**src/fpu_pkg.sv**
```systemverilog
// FPU shared definitions: instruction one-hot indices, double format constants, operand word
package fpu_pkg;

    // Bit positions inside the one-hot instruction vector
    localparam int INSTR_FEQ_D     = 0;
    localparam int INSTR_FLT_D     = 1;
    localparam int INSTR_FLE_D     = 2;
    localparam int INSTR_FMAX_D    = 3;
    localparam int INSTR_FMIN_D    = 4;
    localparam int INSTR_FCVT_L_D  = 5;
    localparam int INSTR_FCVT_LU_D = 6;
    localparam int INSTR_FCVT_W_D  = 7;
    localparam int INSTR_FCVT_WU_D = 8;
    localparam int INSTR_FCVT_D_L  = 9;
    localparam int INSTR_FCVT_D_LU = 10;
    localparam int INSTR_FCVT_D_W  = 11;
    localparam int INSTR_FCVT_D_WU = 12;
    localparam int INSTR_FMOV_X_D  = 13;
    localparam int INSTR_FMOV_D_X  = 14;

    localparam int INSTR_FPU_TOTAL = 15;  // Width of the instruction vector

    // IEEE 754 binary64 layout
    localparam int EXP_W    = 11;
    localparam int MANT_W   = 52;
    localparam int EXP_BIAS = 1023;

    // Quiet NaN returned by min/max when both inputs are NaN
    localparam logic [63:0] CANON_NAN = 64'h7ff8_0000_0000_0000;

    // One 64-bit operand, seen either as an integer or as a double
    typedef union packed {
        logic [63:0] raw;
        struct packed {
            logic              sign;
            logic [EXP_W-1:0]  exp;
            logic [MANT_W-1:0] mant;
        } dbl;
    } fpu_word_t;

endpackage
```
**src/fpu_top.sv**
```systemverilog
// FPU dispatcher: accepts one instruction, enables one unit and registers its result and flags
module fpu_top import fpu_pkg::*; (
    input  logic                       i_clk,
    input  logic                       i_nrst,
    input  logic                       i_ena,
    input  logic [INSTR_FPU_TOTAL-1:0] i_ivec,
    input  logic [63:0]                i_a,
    input  logic [63:0]                i_b,
    output logic [63:0]                o_res,
    output logic                       o_ex_invalidop,
    output logic                       o_ex_inexact,
    output logic                       o_valid,
    output logic                       o_busy
);

    logic                       r_busy;
    logic [INSTR_FPU_TOTAL-1:0] r_ivec;
    logic [63:0]                r_a;
    logic [63:0]                r_b;
    logic                       r_ena_cmp;
    logic                       r_ena_d2l;
    logic                       r_ena_l2d;
    logic                       r_ena_mov;
    logic                       r_mov_vld;   // Delays FMOV to match compare latency
    logic                       r_signed;
    logic                       r_w32;
    logic [63:0]                r_res;
    logic                       r_invalid;
    logic                       r_inexact;
    logic                       r_valid;

    logic        w_accept;
    logic [63:0] w_cmp_res;
    logic        w_cmp_inv;
    logic        w_cmp_vld;
    logic [63:0] w_d2l_res;
    logic        w_d2l_inv;
    logic        w_d2l_inx;
    logic        w_d2l_vld;
    logic [63:0] w_l2d_res;
    logic        w_l2d_inx;
    logic        w_l2d_vld;

    assign w_accept = i_ena & ~r_busy;  // Requests while busy are dropped

    fpu_compare cmp0 (
        .i_clk       (i_clk),
        .i_nrst      (i_nrst),
        .i_ena       (r_ena_cmp),
        .i_eq        (r_ivec[INSTR_FEQ_D]),
        .i_lt        (r_ivec[INSTR_FLT_D]),
        .i_le        (r_ivec[INSTR_FLE_D]),
        .i_max       (r_ivec[INSTR_FMAX_D]),
        .i_min       (r_ivec[INSTR_FMIN_D]),
        .i_a         (r_a),
        .i_b         (r_b),
        .o_res       (w_cmp_res),
        .o_invalidop (w_cmp_inv),
        .o_valid     (w_cmp_vld)
    );

    fpu_d2l d2l0 (
        .i_clk       (i_clk),
        .i_nrst      (i_nrst),
        .i_ena       (r_ena_d2l),
        .i_signed    (r_signed),
        .i_w32       (r_w32),
        .i_a         (r_a),
        .o_res       (w_d2l_res),
        .o_invalidop (w_d2l_inv),
        .o_inexact   (w_d2l_inx),
        .o_valid     (w_d2l_vld)
    );

    fpu_l2d l2d0 (
        .i_clk     (i_clk),
        .i_nrst    (i_nrst),
        .i_ena     (r_ena_l2d),
        .i_signed  (r_signed),
        .i_w32     (r_w32),
        .i_a       (r_a),
        .o_res     (w_l2d_res),
        .o_inexact (w_l2d_inx),
        .o_valid   (w_l2d_vld)
    );

    // Operand latch
    always_ff @(posedge i_clk) begin
        if (w_accept) begin
            r_a <= i_a;
            r_b <= i_b;
        end
    end

    always_ff @(posedge i_clk or negedge i_nrst) begin
        if (!i_nrst) begin
            r_busy    <= 1'b0;
            r_ivec    <= '0;
            r_ena_cmp <= 1'b0;
            r_ena_d2l <= 1'b0;
            r_ena_l2d <= 1'b0;
            r_ena_mov <= 1'b0;
            r_mov_vld <= 1'b0;
            r_signed  <= 1'b0;
            r_w32     <= 1'b0;
            r_res     <= '0;
            r_invalid <= 1'b0;
            r_inexact <= 1'b0;
            r_valid   <= 1'b0;
        end else begin
            r_ena_cmp <= w_accept & |{i_ivec[INSTR_FEQ_D], i_ivec[INSTR_FLT_D],
                                      i_ivec[INSTR_FLE_D], i_ivec[INSTR_FMAX_D],
                                      i_ivec[INSTR_FMIN_D]};
            r_ena_d2l <= w_accept & |{i_ivec[INSTR_FCVT_L_D], i_ivec[INSTR_FCVT_LU_D],
                                      i_ivec[INSTR_FCVT_W_D], i_ivec[INSTR_FCVT_WU_D]};
            r_ena_l2d <= w_accept & |{i_ivec[INSTR_FCVT_D_L], i_ivec[INSTR_FCVT_D_LU],
                                      i_ivec[INSTR_FCVT_D_W], i_ivec[INSTR_FCVT_D_WU]};
            r_ena_mov <= w_accept & (i_ivec[INSTR_FMOV_X_D] | i_ivec[INSTR_FMOV_D_X]);
            r_mov_vld <= r_ena_mov;
            r_valid   <= 1'b0;
            if (w_accept) begin
                r_busy    <= 1'b1;
                r_ivec    <= i_ivec;
                r_signed  <= |{i_ivec[INSTR_FCVT_L_D], i_ivec[INSTR_FCVT_W_D],
                               i_ivec[INSTR_FCVT_D_L], i_ivec[INSTR_FCVT_D_W]};
                r_w32     <= |{i_ivec[INSTR_FCVT_W_D], i_ivec[INSTR_FCVT_WU_D],
                               i_ivec[INSTR_FCVT_D_W], i_ivec[INSTR_FCVT_D_WU]};
                r_invalid <= 1'b0;
                r_inexact <= 1'b0;
            end else if (r_mov_vld) begin       // Raw move of operand a
                r_busy  <= 1'b0;
                r_valid <= 1'b1;
                r_res   <= r_a;
            end else if (w_cmp_vld) begin
                r_busy    <= 1'b0;
                r_valid   <= 1'b1;
                r_res     <= w_cmp_res;
                r_invalid <= w_cmp_inv;
            end else if (w_d2l_vld) begin
                r_busy    <= 1'b0;
                r_valid   <= 1'b1;
                r_res     <= w_d2l_res;
                r_invalid <= w_d2l_inv;
                r_inexact <= w_d2l_inx;
            end else if (w_l2d_vld) begin
                r_busy    <= 1'b0;
                r_valid   <= 1'b1;
                r_res     <= w_l2d_res;
                r_inexact <= w_l2d_inx;
            end
        end
    end

    assign o_res          = r_res;
    assign o_ex_invalidop = r_invalid;
    assign o_ex_inexact   = r_inexact;
    assign o_valid        = r_valid;
    assign o_busy         = r_busy;

endmodule

```
**src/fpu_l2d.sv**
```systemverilog
// Integer to double converter, round to nearest even, three stage pipeline
module fpu_l2d import fpu_pkg::*; (
    input  logic        i_clk,
    input  logic        i_nrst,
    input  logic        i_ena,
    input  logic        i_signed,
    input  logic        i_w32,
    input  logic [63:0] i_a,
    output logic [63:0] o_res,
    output logic        o_inexact,
    output logic        o_valid
);

    fpu_word_t   w_in;
    fpu_word_t   w_out;
    logic [63:0] w_val;
    logic        w_neg;
    logic [5:0]  w_lz;
    logic        w_guard;
    logic        w_sticky;
    logic        w_rnd;
    logic [52:0] w_sum;        // Rounded mantissa plus carry out

    logic        s1_vld;
    logic [63:0] s1_mag;
    logic        s1_neg;
    logic        s2_vld;
    logic [63:0] s2_norm;
    logic [10:0] s2_exp;
    logic        s2_neg;
    logic        s2_zero;

    assign w_in = i_a;

    // Low word only for the W forms
    always_comb begin
        if (!i_w32) begin
            w_val = w_in.raw;
        end else if (i_signed) begin
            w_val = {{32{w_in.raw[31]}}, w_in.raw[31:0]};
        end else begin
            w_val = {32'd0, w_in.raw[31:0]};
        end
    end

    assign w_neg = i_signed & w_val[63];

    always_ff @(posedge i_clk) begin
        s1_mag <= w_neg ? -w_val : w_val;
        s1_neg <= w_neg;
    end

    // Leading zero count, highest set bit wins
    always_comb begin
        w_lz = 6'd0;
        for (int i = 0; i < 64; i++) begin
            if (s1_mag[i]) w_lz = 6'(63 - i);
        end
    end

    always_ff @(posedge i_clk) begin
        s2_norm <= s1_mag << w_lz;
        s2_exp  <= 11'(EXP_BIAS + 63) - {5'd0, w_lz};
        s2_neg  <= s1_neg;
        s2_zero <= ~|s1_mag;
    end

    // 53 bits kept, bit 10 is guard, the rest sticky
    assign w_guard  = s2_norm[10];
    assign w_sticky = |s2_norm[9:0];
    assign w_rnd    = w_guard & (w_sticky | s2_norm[11]);
    assign w_sum    = {1'b0, s2_norm[62:11]} + {52'd0, w_rnd};

    always_comb begin
        w_out.raw = '0;                     // Zero input gives +0
        if (!s2_zero) begin
            w_out.dbl.sign = s2_neg;
            w_out.dbl.exp  = s2_exp + {10'd0, w_sum[52]};  // Carry bumps exponent
            w_out.dbl.mant = w_sum[51:0];
        end
    end

    always_ff @(posedge i_clk) begin
        if (s2_vld) begin
            o_res     <= w_out.raw;
            o_inexact <= w_guard | w_sticky;
        end
    end

    always_ff @(posedge i_clk or negedge i_nrst) begin
        if (!i_nrst) begin
            s1_vld  <= 1'b0;
            s2_vld  <= 1'b0;
            o_valid <= 1'b0;
        end else begin
            s1_vld  <= i_ena;
            s2_vld  <= s1_vld;
            o_valid <= s2_vld;
        end
    end

endmodule

```
**src/fpu_d2l.sv**
```systemverilog
// Double to integer converter, truncating, with range saturation, two stage pipeline
module fpu_d2l import fpu_pkg::*; (
    input  logic        i_clk,
    input  logic        i_nrst,
    input  logic        i_ena,
    input  logic        i_signed,
    input  logic        i_w32,
    input  logic [63:0] i_a,
    output logic [63:0] o_res,
    output logic        o_invalidop,
    output logic        o_inexact,
    output logic        o_valid
);

    fpu_word_t   w_op;
    logic [52:0] w_man;        // Mantissa with hidden one
    logic [5:0]  w_sh;
    logic [52:0] w_frac;
    logic [63:0] w_mag;
    logic        w_big;
    logic        w_lost;

    logic        s1_vld;
    logic [63:0] s1_mag;
    logic        s1_big;
    logic        s1_nan;
    logic        s1_sign;
    logic        s1_lost;
    logic        s1_signed;
    logic        s1_w32;

    logic [63:0] w_max_pos;
    logic [63:0] w_neg_lim;    // Magnitude of the most negative value
    logic [63:0] w_umax;
    logic [63:0] w_res;
    logic        w_inv;

    assign w_op   = i_a;
    assign w_man  = {1'b1, w_op.dbl.mant};
    assign w_sh   = 6'(w_op.dbl.exp - 11'(EXP_BIAS));
    assign w_frac = w_man << (w_sh + 6'd1);   // Bits dropped below the binary point
    assign w_big  = w_op.dbl.exp >= 11'(EXP_BIAS + 64);

    always_comb begin
        w_mag  = '0;
        w_lost = 1'b0;
        if (w_big) begin
            w_lost = 1'b0;
        end else if (w_op.dbl.exp < 11'(EXP_BIAS)) begin
            w_lost = |w_op.dbl.exp;         // Subnormals count as zero
        end else if (w_sh >= 6'd52) begin
            w_mag = {11'd0, w_man} << (w_sh - 6'd52);
        end else begin
            w_mag  = {11'd0, w_man} >> (6'd52 - w_sh);
            w_lost = |w_frac;
        end
    end

    always_ff @(posedge i_clk) begin
        s1_mag    <= w_mag;
        s1_big    <= w_big;
        s1_nan    <= (&w_op.dbl.exp) & (|w_op.dbl.mant);
        s1_sign   <= w_op.dbl.sign;
        s1_lost   <= w_lost;
        s1_signed <= i_signed;
        s1_w32    <= i_w32;
    end

    assign w_max_pos = s1_w32 ? 64'h0000_0000_7fff_ffff : 64'h7fff_ffff_ffff_ffff;
    assign w_neg_lim = s1_w32 ? 64'h0000_0000_8000_0000 : 64'h8000_0000_0000_0000;
    assign w_umax    = s1_w32 ? 64'h0000_0000_ffff_ffff : 64'hffff_ffff_ffff_ffff;

    always_comb begin
        w_res = '0;
        w_inv = 1'b0;
        if (s1_nan) begin
            w_res = s1_signed ? w_max_pos : w_umax;
            w_inv = 1'b1;
        end else if (s1_signed) begin
            if (s1_sign) begin
                w_inv = s1_big | (s1_mag > w_neg_lim);
                w_res = w_inv ? -w_neg_lim : -s1_mag;
            end else begin
                w_inv = s1_big | (s1_mag > w_max_pos);
                w_res = w_inv ? w_max_pos : s1_mag;
            end
        end else if (s1_sign) begin
            w_inv = s1_big | (|s1_mag);     // Anything at or below -1
        end else begin
            w_inv = s1_big | (s1_mag > w_umax);
            w_res = w_inv ? w_umax : s1_mag;
        end
    end

    always_ff @(posedge i_clk) begin
        if (s1_vld) begin
            o_res       <= s1_w32 ? {{32{w_res[31]}}, w_res[31:0]} : w_res;
            o_invalidop <= w_inv;
            o_inexact   <= s1_lost & ~w_inv;
        end
    end

    always_ff @(posedge i_clk or negedge i_nrst) begin
        if (!i_nrst) begin
            s1_vld  <= 1'b0;
            o_valid <= 1'b0;
        end else begin
            s1_vld  <= i_ena;
            o_valid <= s1_vld;
        end
    end

endmodule

```
**src/fpu_compare.sv**
```systemverilog
// Double compare unit: FEQ/FLT/FLE and FMIN/FMAX with NaN rules, one cycle latency
module fpu_compare import fpu_pkg::*; (
    input  logic        i_clk,
    input  logic        i_nrst,
    input  logic        i_ena,
    input  logic        i_eq,
    input  logic        i_lt,
    input  logic        i_le,
    input  logic        i_max,
    input  logic        i_min,
    input  logic [63:0] i_a,
    input  logic [63:0] i_b,
    output logic [63:0] o_res,
    output logic        o_invalidop,
    output logic        o_valid
);

    fpu_word_t   w_a;
    fpu_word_t   w_b;
    logic        w_nan_a;
    logic        w_nan_b;
    logic        w_snan_a;
    logic        w_snan_b;
    logic        w_any_nan;
    logic        w_both_zero;
    logic        w_mag_lt;
    logic        w_mag_gt;
    logic        w_lt;
    logic        w_eq;
    logic        w_lt_mm;      // Ordering for min/max, -0 below +0
    logic [63:0] w_res;
    logic        w_inv;

    assign w_a = i_a;
    assign w_b = i_b;

    assign w_nan_a  = (&w_a.dbl.exp) & (|w_a.dbl.mant);
    assign w_nan_b  = (&w_b.dbl.exp) & (|w_b.dbl.mant);
    assign w_snan_a = w_nan_a & ~w_a.dbl.mant[MANT_W-1];  // Quiet bit clear
    assign w_snan_b = w_nan_b & ~w_b.dbl.mant[MANT_W-1];
    assign w_any_nan = w_nan_a | w_nan_b;

    assign w_both_zero = ~|{w_a.dbl.exp, w_a.dbl.mant, w_b.dbl.exp, w_b.dbl.mant};
    assign w_mag_lt = {w_a.dbl.exp, w_a.dbl.mant} < {w_b.dbl.exp, w_b.dbl.mant};
    assign w_mag_gt = {w_a.dbl.exp, w_a.dbl.mant} > {w_b.dbl.exp, w_b.dbl.mant};

    // Sign first, then magnitude reversed for negatives
    always_comb begin
        if (w_both_zero) begin
            w_lt = 1'b0;
        end else if (w_a.dbl.sign != w_b.dbl.sign) begin
            w_lt = w_a.dbl.sign;
        end else if (w_a.dbl.sign) begin
            w_lt = w_mag_gt;
        end else begin
            w_lt = w_mag_lt;
        end
    end

    assign w_eq    = w_both_zero | (w_a.raw == w_b.raw);
    assign w_lt_mm = w_lt | (w_both_zero & w_a.dbl.sign & ~w_b.dbl.sign);

    always_comb begin
        w_res = '0;
        w_inv = 1'b0;
        if (i_eq) begin
            w_res[0] = w_eq & ~w_any_nan;
            w_inv    = w_snan_a | w_snan_b;  // Quiet NaN is silent for FEQ
        end else if (i_lt) begin
            w_res[0] = w_lt & ~w_any_nan;
            w_inv    = w_any_nan;
        end else if (i_le) begin
            w_res[0] = (w_lt | w_eq) & ~w_any_nan;
            w_inv    = w_any_nan;
        end else if (i_max | i_min) begin
            w_inv = w_snan_a | w_snan_b;
            if (w_nan_a & w_nan_b) begin
                w_res = CANON_NAN;
            end else if (w_nan_a) begin
                w_res = w_b.raw;
            end else if (w_nan_b) begin
                w_res = w_a.raw;
            end else if (i_min) begin
                w_res = w_lt_mm ? w_a.raw : w_b.raw;
            end else begin
                w_res = w_lt_mm ? w_b.raw : w_a.raw;
            end
        end
    end

    always_ff @(posedge i_clk) begin
        if (i_ena) begin
            o_res       <= w_res;
            o_invalidop <= w_inv;
        end
    end

    always_ff @(posedge i_clk or negedge i_nrst) begin
        if (!i_nrst) o_valid <= 1'b0;
        else         o_valid <= i_ena;
    end

endmodule

```
**config.mk**
```make
export PLATFORM = sky130hd
export DESIGN_NAME = fpu_top
export DESIGN_NICKNAME = d
export VERILOG_FILES = /design/src/fpu_pkg.sv /design/src/fpu_top.sv /design/src/fpu_l2d.sv /design/src/fpu_d2l.sv /design/src/fpu_compare.sv
export SDC_FILE = /design/constraint.sdc
export NUM_CORES = 2
export LEC_CHECK = 0
export CORE_MARGIN = 10
export CORE_UTILIZATION = 46
export CTS_BUF_LIST = sky130_fd_sc_hd__clkbuf_4 sky130_fd_sc_hd__clkbuf_8 sky130_fd_sc_hd__clkbuf_16
export DETAILED_ROUTE_END_ITERATION = 12
export DONT_BUFFER_PORTS = 1
export HOLD_SLACK_MARGIN = 0.05
export SLEW_MARGIN = 20
export SYNTH_ARGS = -nofsm -noshare
export SYNTH_HDL_FRONTEND = slang
export SYNTH_SLANG_ARGS = --single-unit
export TNS_END_PERCENT = 50
```
**constraint.sdc**
```tcl
create_clock -name i_clk -period 6.1 [get_ports i_clk]
set_input_delay 1.22 -clock i_clk [delete_from_list [all_inputs] [get_ports i_clk]]
set_output_delay 1.22 -clock i_clk [all_outputs]
set_load 0.03 [all_outputs]
```
==> qor.txt <==
Final design utilization = 50.35%
# IOs = 214
Worst Path Buf+Inv = 1
Total number of vias = 38.41k
Critical path required time = 6.48 ns
Hold buffer count at cts = 0
Worst path cell trace = nor4_1 -> and4_1 -> nor4b_1 -> nand4_1 -> mux2_2 -> o21ai_0 -> mux2i_1 -> xor2_1 -> o21ai_4 -> buf_12 -> mux2i_1 -> nor2_1
Share of cells above drive strength 1 = 8.591%
Netlist cell types = 95
Worst-Skew Late Latency = 0.67 ns
Initial antenna violation count = 16
Total wire length = 184200 um
ANT nets after route = 0
RSZ-0062 raised after global routing = no
Fin Setup TNS = 0 ns
CTS Root Cell = clkbuf_16
Worst-Margin Slew = 1.184 ns
Core ar. = 89740 um2
GP Congestion = 1.021
Grt total ovfl = 0
Syn Area/Cell = 8.502 um2
Max_cap viols = 0
Synth Flop Type = edfxtp_1
Finish-stage setup viols = 0
Fin. Hold Viols = 0
Crit-path max FO = 32
WS Path Type = register to register
CP delay by family, top = simple AND/OR/NAND/NOR gates
Placed Instances = 5805
Row Count = 110
Slowest cell on crit path = nor4b_1
Synth Warn # = 0
Remaining DRCs = 0
Crit path time final = 5.078 ns
Max VDD drop = 0.3213 mV
Number of global-route vias before repair = 36.16k
CTS Buf Count = 71
Initial core utilization = 46.22%
First-pass GRT wire length = 262000 um
Max Fclk = 196.9 MHz
Area grow syn2layout = 8.948%
Port Buffers = 0
Global Route Usage Sum = 34.71%
Hold crit path type = input port to async pin
Post_cts resized = 0
Most used cell, CP = mux2i_1
Pwr dens = 520.9 nW/um2
Worst-path clk slew = 0.07 ns
Final #Nets = 4964
Status = finished clean
Sequential cell area fraction in the yosys report = 38.83%
Worst EP arrival = 5.46 ns
Post-CTS Setup Repair Bufs = 0
Wire per inst = 31.00 um
Clk_skew = 0.03443 ns
Post-synth top area share = 23.46%
Die H = 320.3 um
Final period utilization = 83.25%
Largest net degree at the start of global routing = 154
Post-DP HPWL = 143000 um
Die width = 320.3 um
Starting DRT DRC Count = 5182
Post-synth EDFFs = 324
Commonest non-fill, non-tap cell in the layout = nor2_1
Most frequent cells in the layout = 717 x nor2_1, 533 x a21oi_1, 365 x mux2i_1
Via density = 6.465
LEAKAGE = 17.57 nW
Leading area contributor after synthesis = edfxtp_1
CTS tree = done
Post-Place Cell Area = 42690 um2
Placement Setup Slack = 1.198 ns
Syn Nets = 5140
Yosys reg bits = 621
Crit. End Element = register
Slew Viols, Final = 0
Synthesized cell area = 41470 um2
Clk sinks = 621
Layout Cell Area excl Fill = 45190 um2
Setup crit start kind = register
Post-Layout Cell Count = 5941
CTS Buffer Depth = 3
Slowest stage delay, CP = 0.70 ns
Ranking of synthesized cells by area = edfxtp_1 23%, dfxtp_1 10%, mux2i_1 8.8%, nor2_1 6.5%, a21oi_1 6.4%
Gate Count Post-Synth = 4878
Rel. slew slack = 20.44%
Die area = 102600 um2
Worst setup margin = 1.022 ns
H-tree depth = 3
Pre-antenna DRT Iters = 6
Async SR Flop Fraction = 13.85%
[cell type report]
class / count / area [um2]
diodes: 4 / 10.01
clock buffers: 96 / 2096
clock inverters: 36 / 386.6
fillers: 8593 / 44550
inverters: 133 / 504.2
multi-input cells: 3755 / 23620
flip-flops and latches: 621 / 16130
well taps: 1176 / 1471
repair buffers: 120 / 975.9
[final timing paths]
check,slack (ns),from,to,cells after the start
max in group asynchronous,5.61,i_nrst,l2d0.s2_vld,0
min in group i_clk,0.34,l2d0.s1_neg,l2d0.s2_neg,0
setup reg to reg,1.02,r_a[41],cmp0.o_res[18],12
hold reg to reg,0.34,l2d0.s1_neg,l2d0.s2_neg,0
setup / recovery,1.02,r_a[41],cmp0.o_res[18],12
hold / removal,0.26,i_nrst,o_res[31],0
[flip-flops by register name, summed over array words and instances, names as in the netlist, 5 cells and up]
name,cells
d2l0.o_res,64
d2l0.s1_mag,64
l2d0.s2_exp,11
r_b,64
cmp0.o_res,64
r_ivec,5
l2d0.o_res,64
l2d0.s2_norm,63
o_res,64
r_a,64
l2d0.s1_mag,64
[through the flow]
| step | total power [W] | hold slack [ns] |
|---|---|---|
| after floorplan | 0.01417 | 0.3096 |
| after detailed placement | 0.01857 | 0.3275 |
| after global placement | 0.01864 | 0.3160 |
| after global routing | 0.02452 | 0.2348 |
| after CTS | 0.02318 | 0.2252 |
| final | 0.02354 | 0.2602 |
[per-layer routing]
metal | wire [um] | up-vias | global-route usage, % | share of wire, %
met2 | 80890 | 2057 | 53.38 | 44
met4 | 9332 | 6 | 15.85 | 5.1
met3 | 17860 | 342 | 7.909 | 9.7
met1 | 76050 | 18681 | 46.04 | 41
li1 | - | 17323 | - | -
met5 | 44 | - | 0 | 0.024
[where the power goes]
| part | switching, W | total, W | internal, W |
|---|---|---|---|
| combinational | 0.00758 | 0.0115 | 0.00390 |
| sequential | 0.00183 | 0.00748 | 0.00566 |
| clock | 0.00191 | 0.00457 | 0.00266 |
[synthesized netlist by cell type (9+ instances only)]
library cell,n
a211o_1,10
a211oi_1,41
a21o_1,44
a21oi_1,534
a22o_1,13
a22oi_1,31
a31oi_1,28
and2_1,53
and3_1,23
and4_1,10
buf_1,57
buf_2,18
clkbuf_1,287
dfrtp_1,86
dfxtp_1,211
edfxtp_1,324
ha_1,116
inv_1,130
mux2_2,52
mux2i_1,365
mux4_2,15
nand2_1,336
nand2b_1,65
nand3_1,114
nand4_1,52
nor2_1,721
nor2b_1,33
nor3_1,77
nor3_2,12
nor3b_1,9
nor4_1,92
o211ai_1,48
o21a_1,17
o21ai_0,354
o21ai_1,14
o21bai_1,22
o221ai_1,22
o22ai_1,26
o31ai_1,34
o32ai_1,11
or2_2,22
or3_1,33
or4_1,12
xnor2_1,77
xor2_1,96
[cell families after synthesis]
group           count (synthesis)  synth area share (%)
compound gates               1345                 19.30
buf+inv                       502                 4.679
mux                           432                 11.04
flops                         621                 38.83
simple gates                 1688                 18.95
fa+ha+maj                     116                 3.499
xor+xnor                      174                 3.711
No activity file was read; power rests on OpenSTA's default activity.
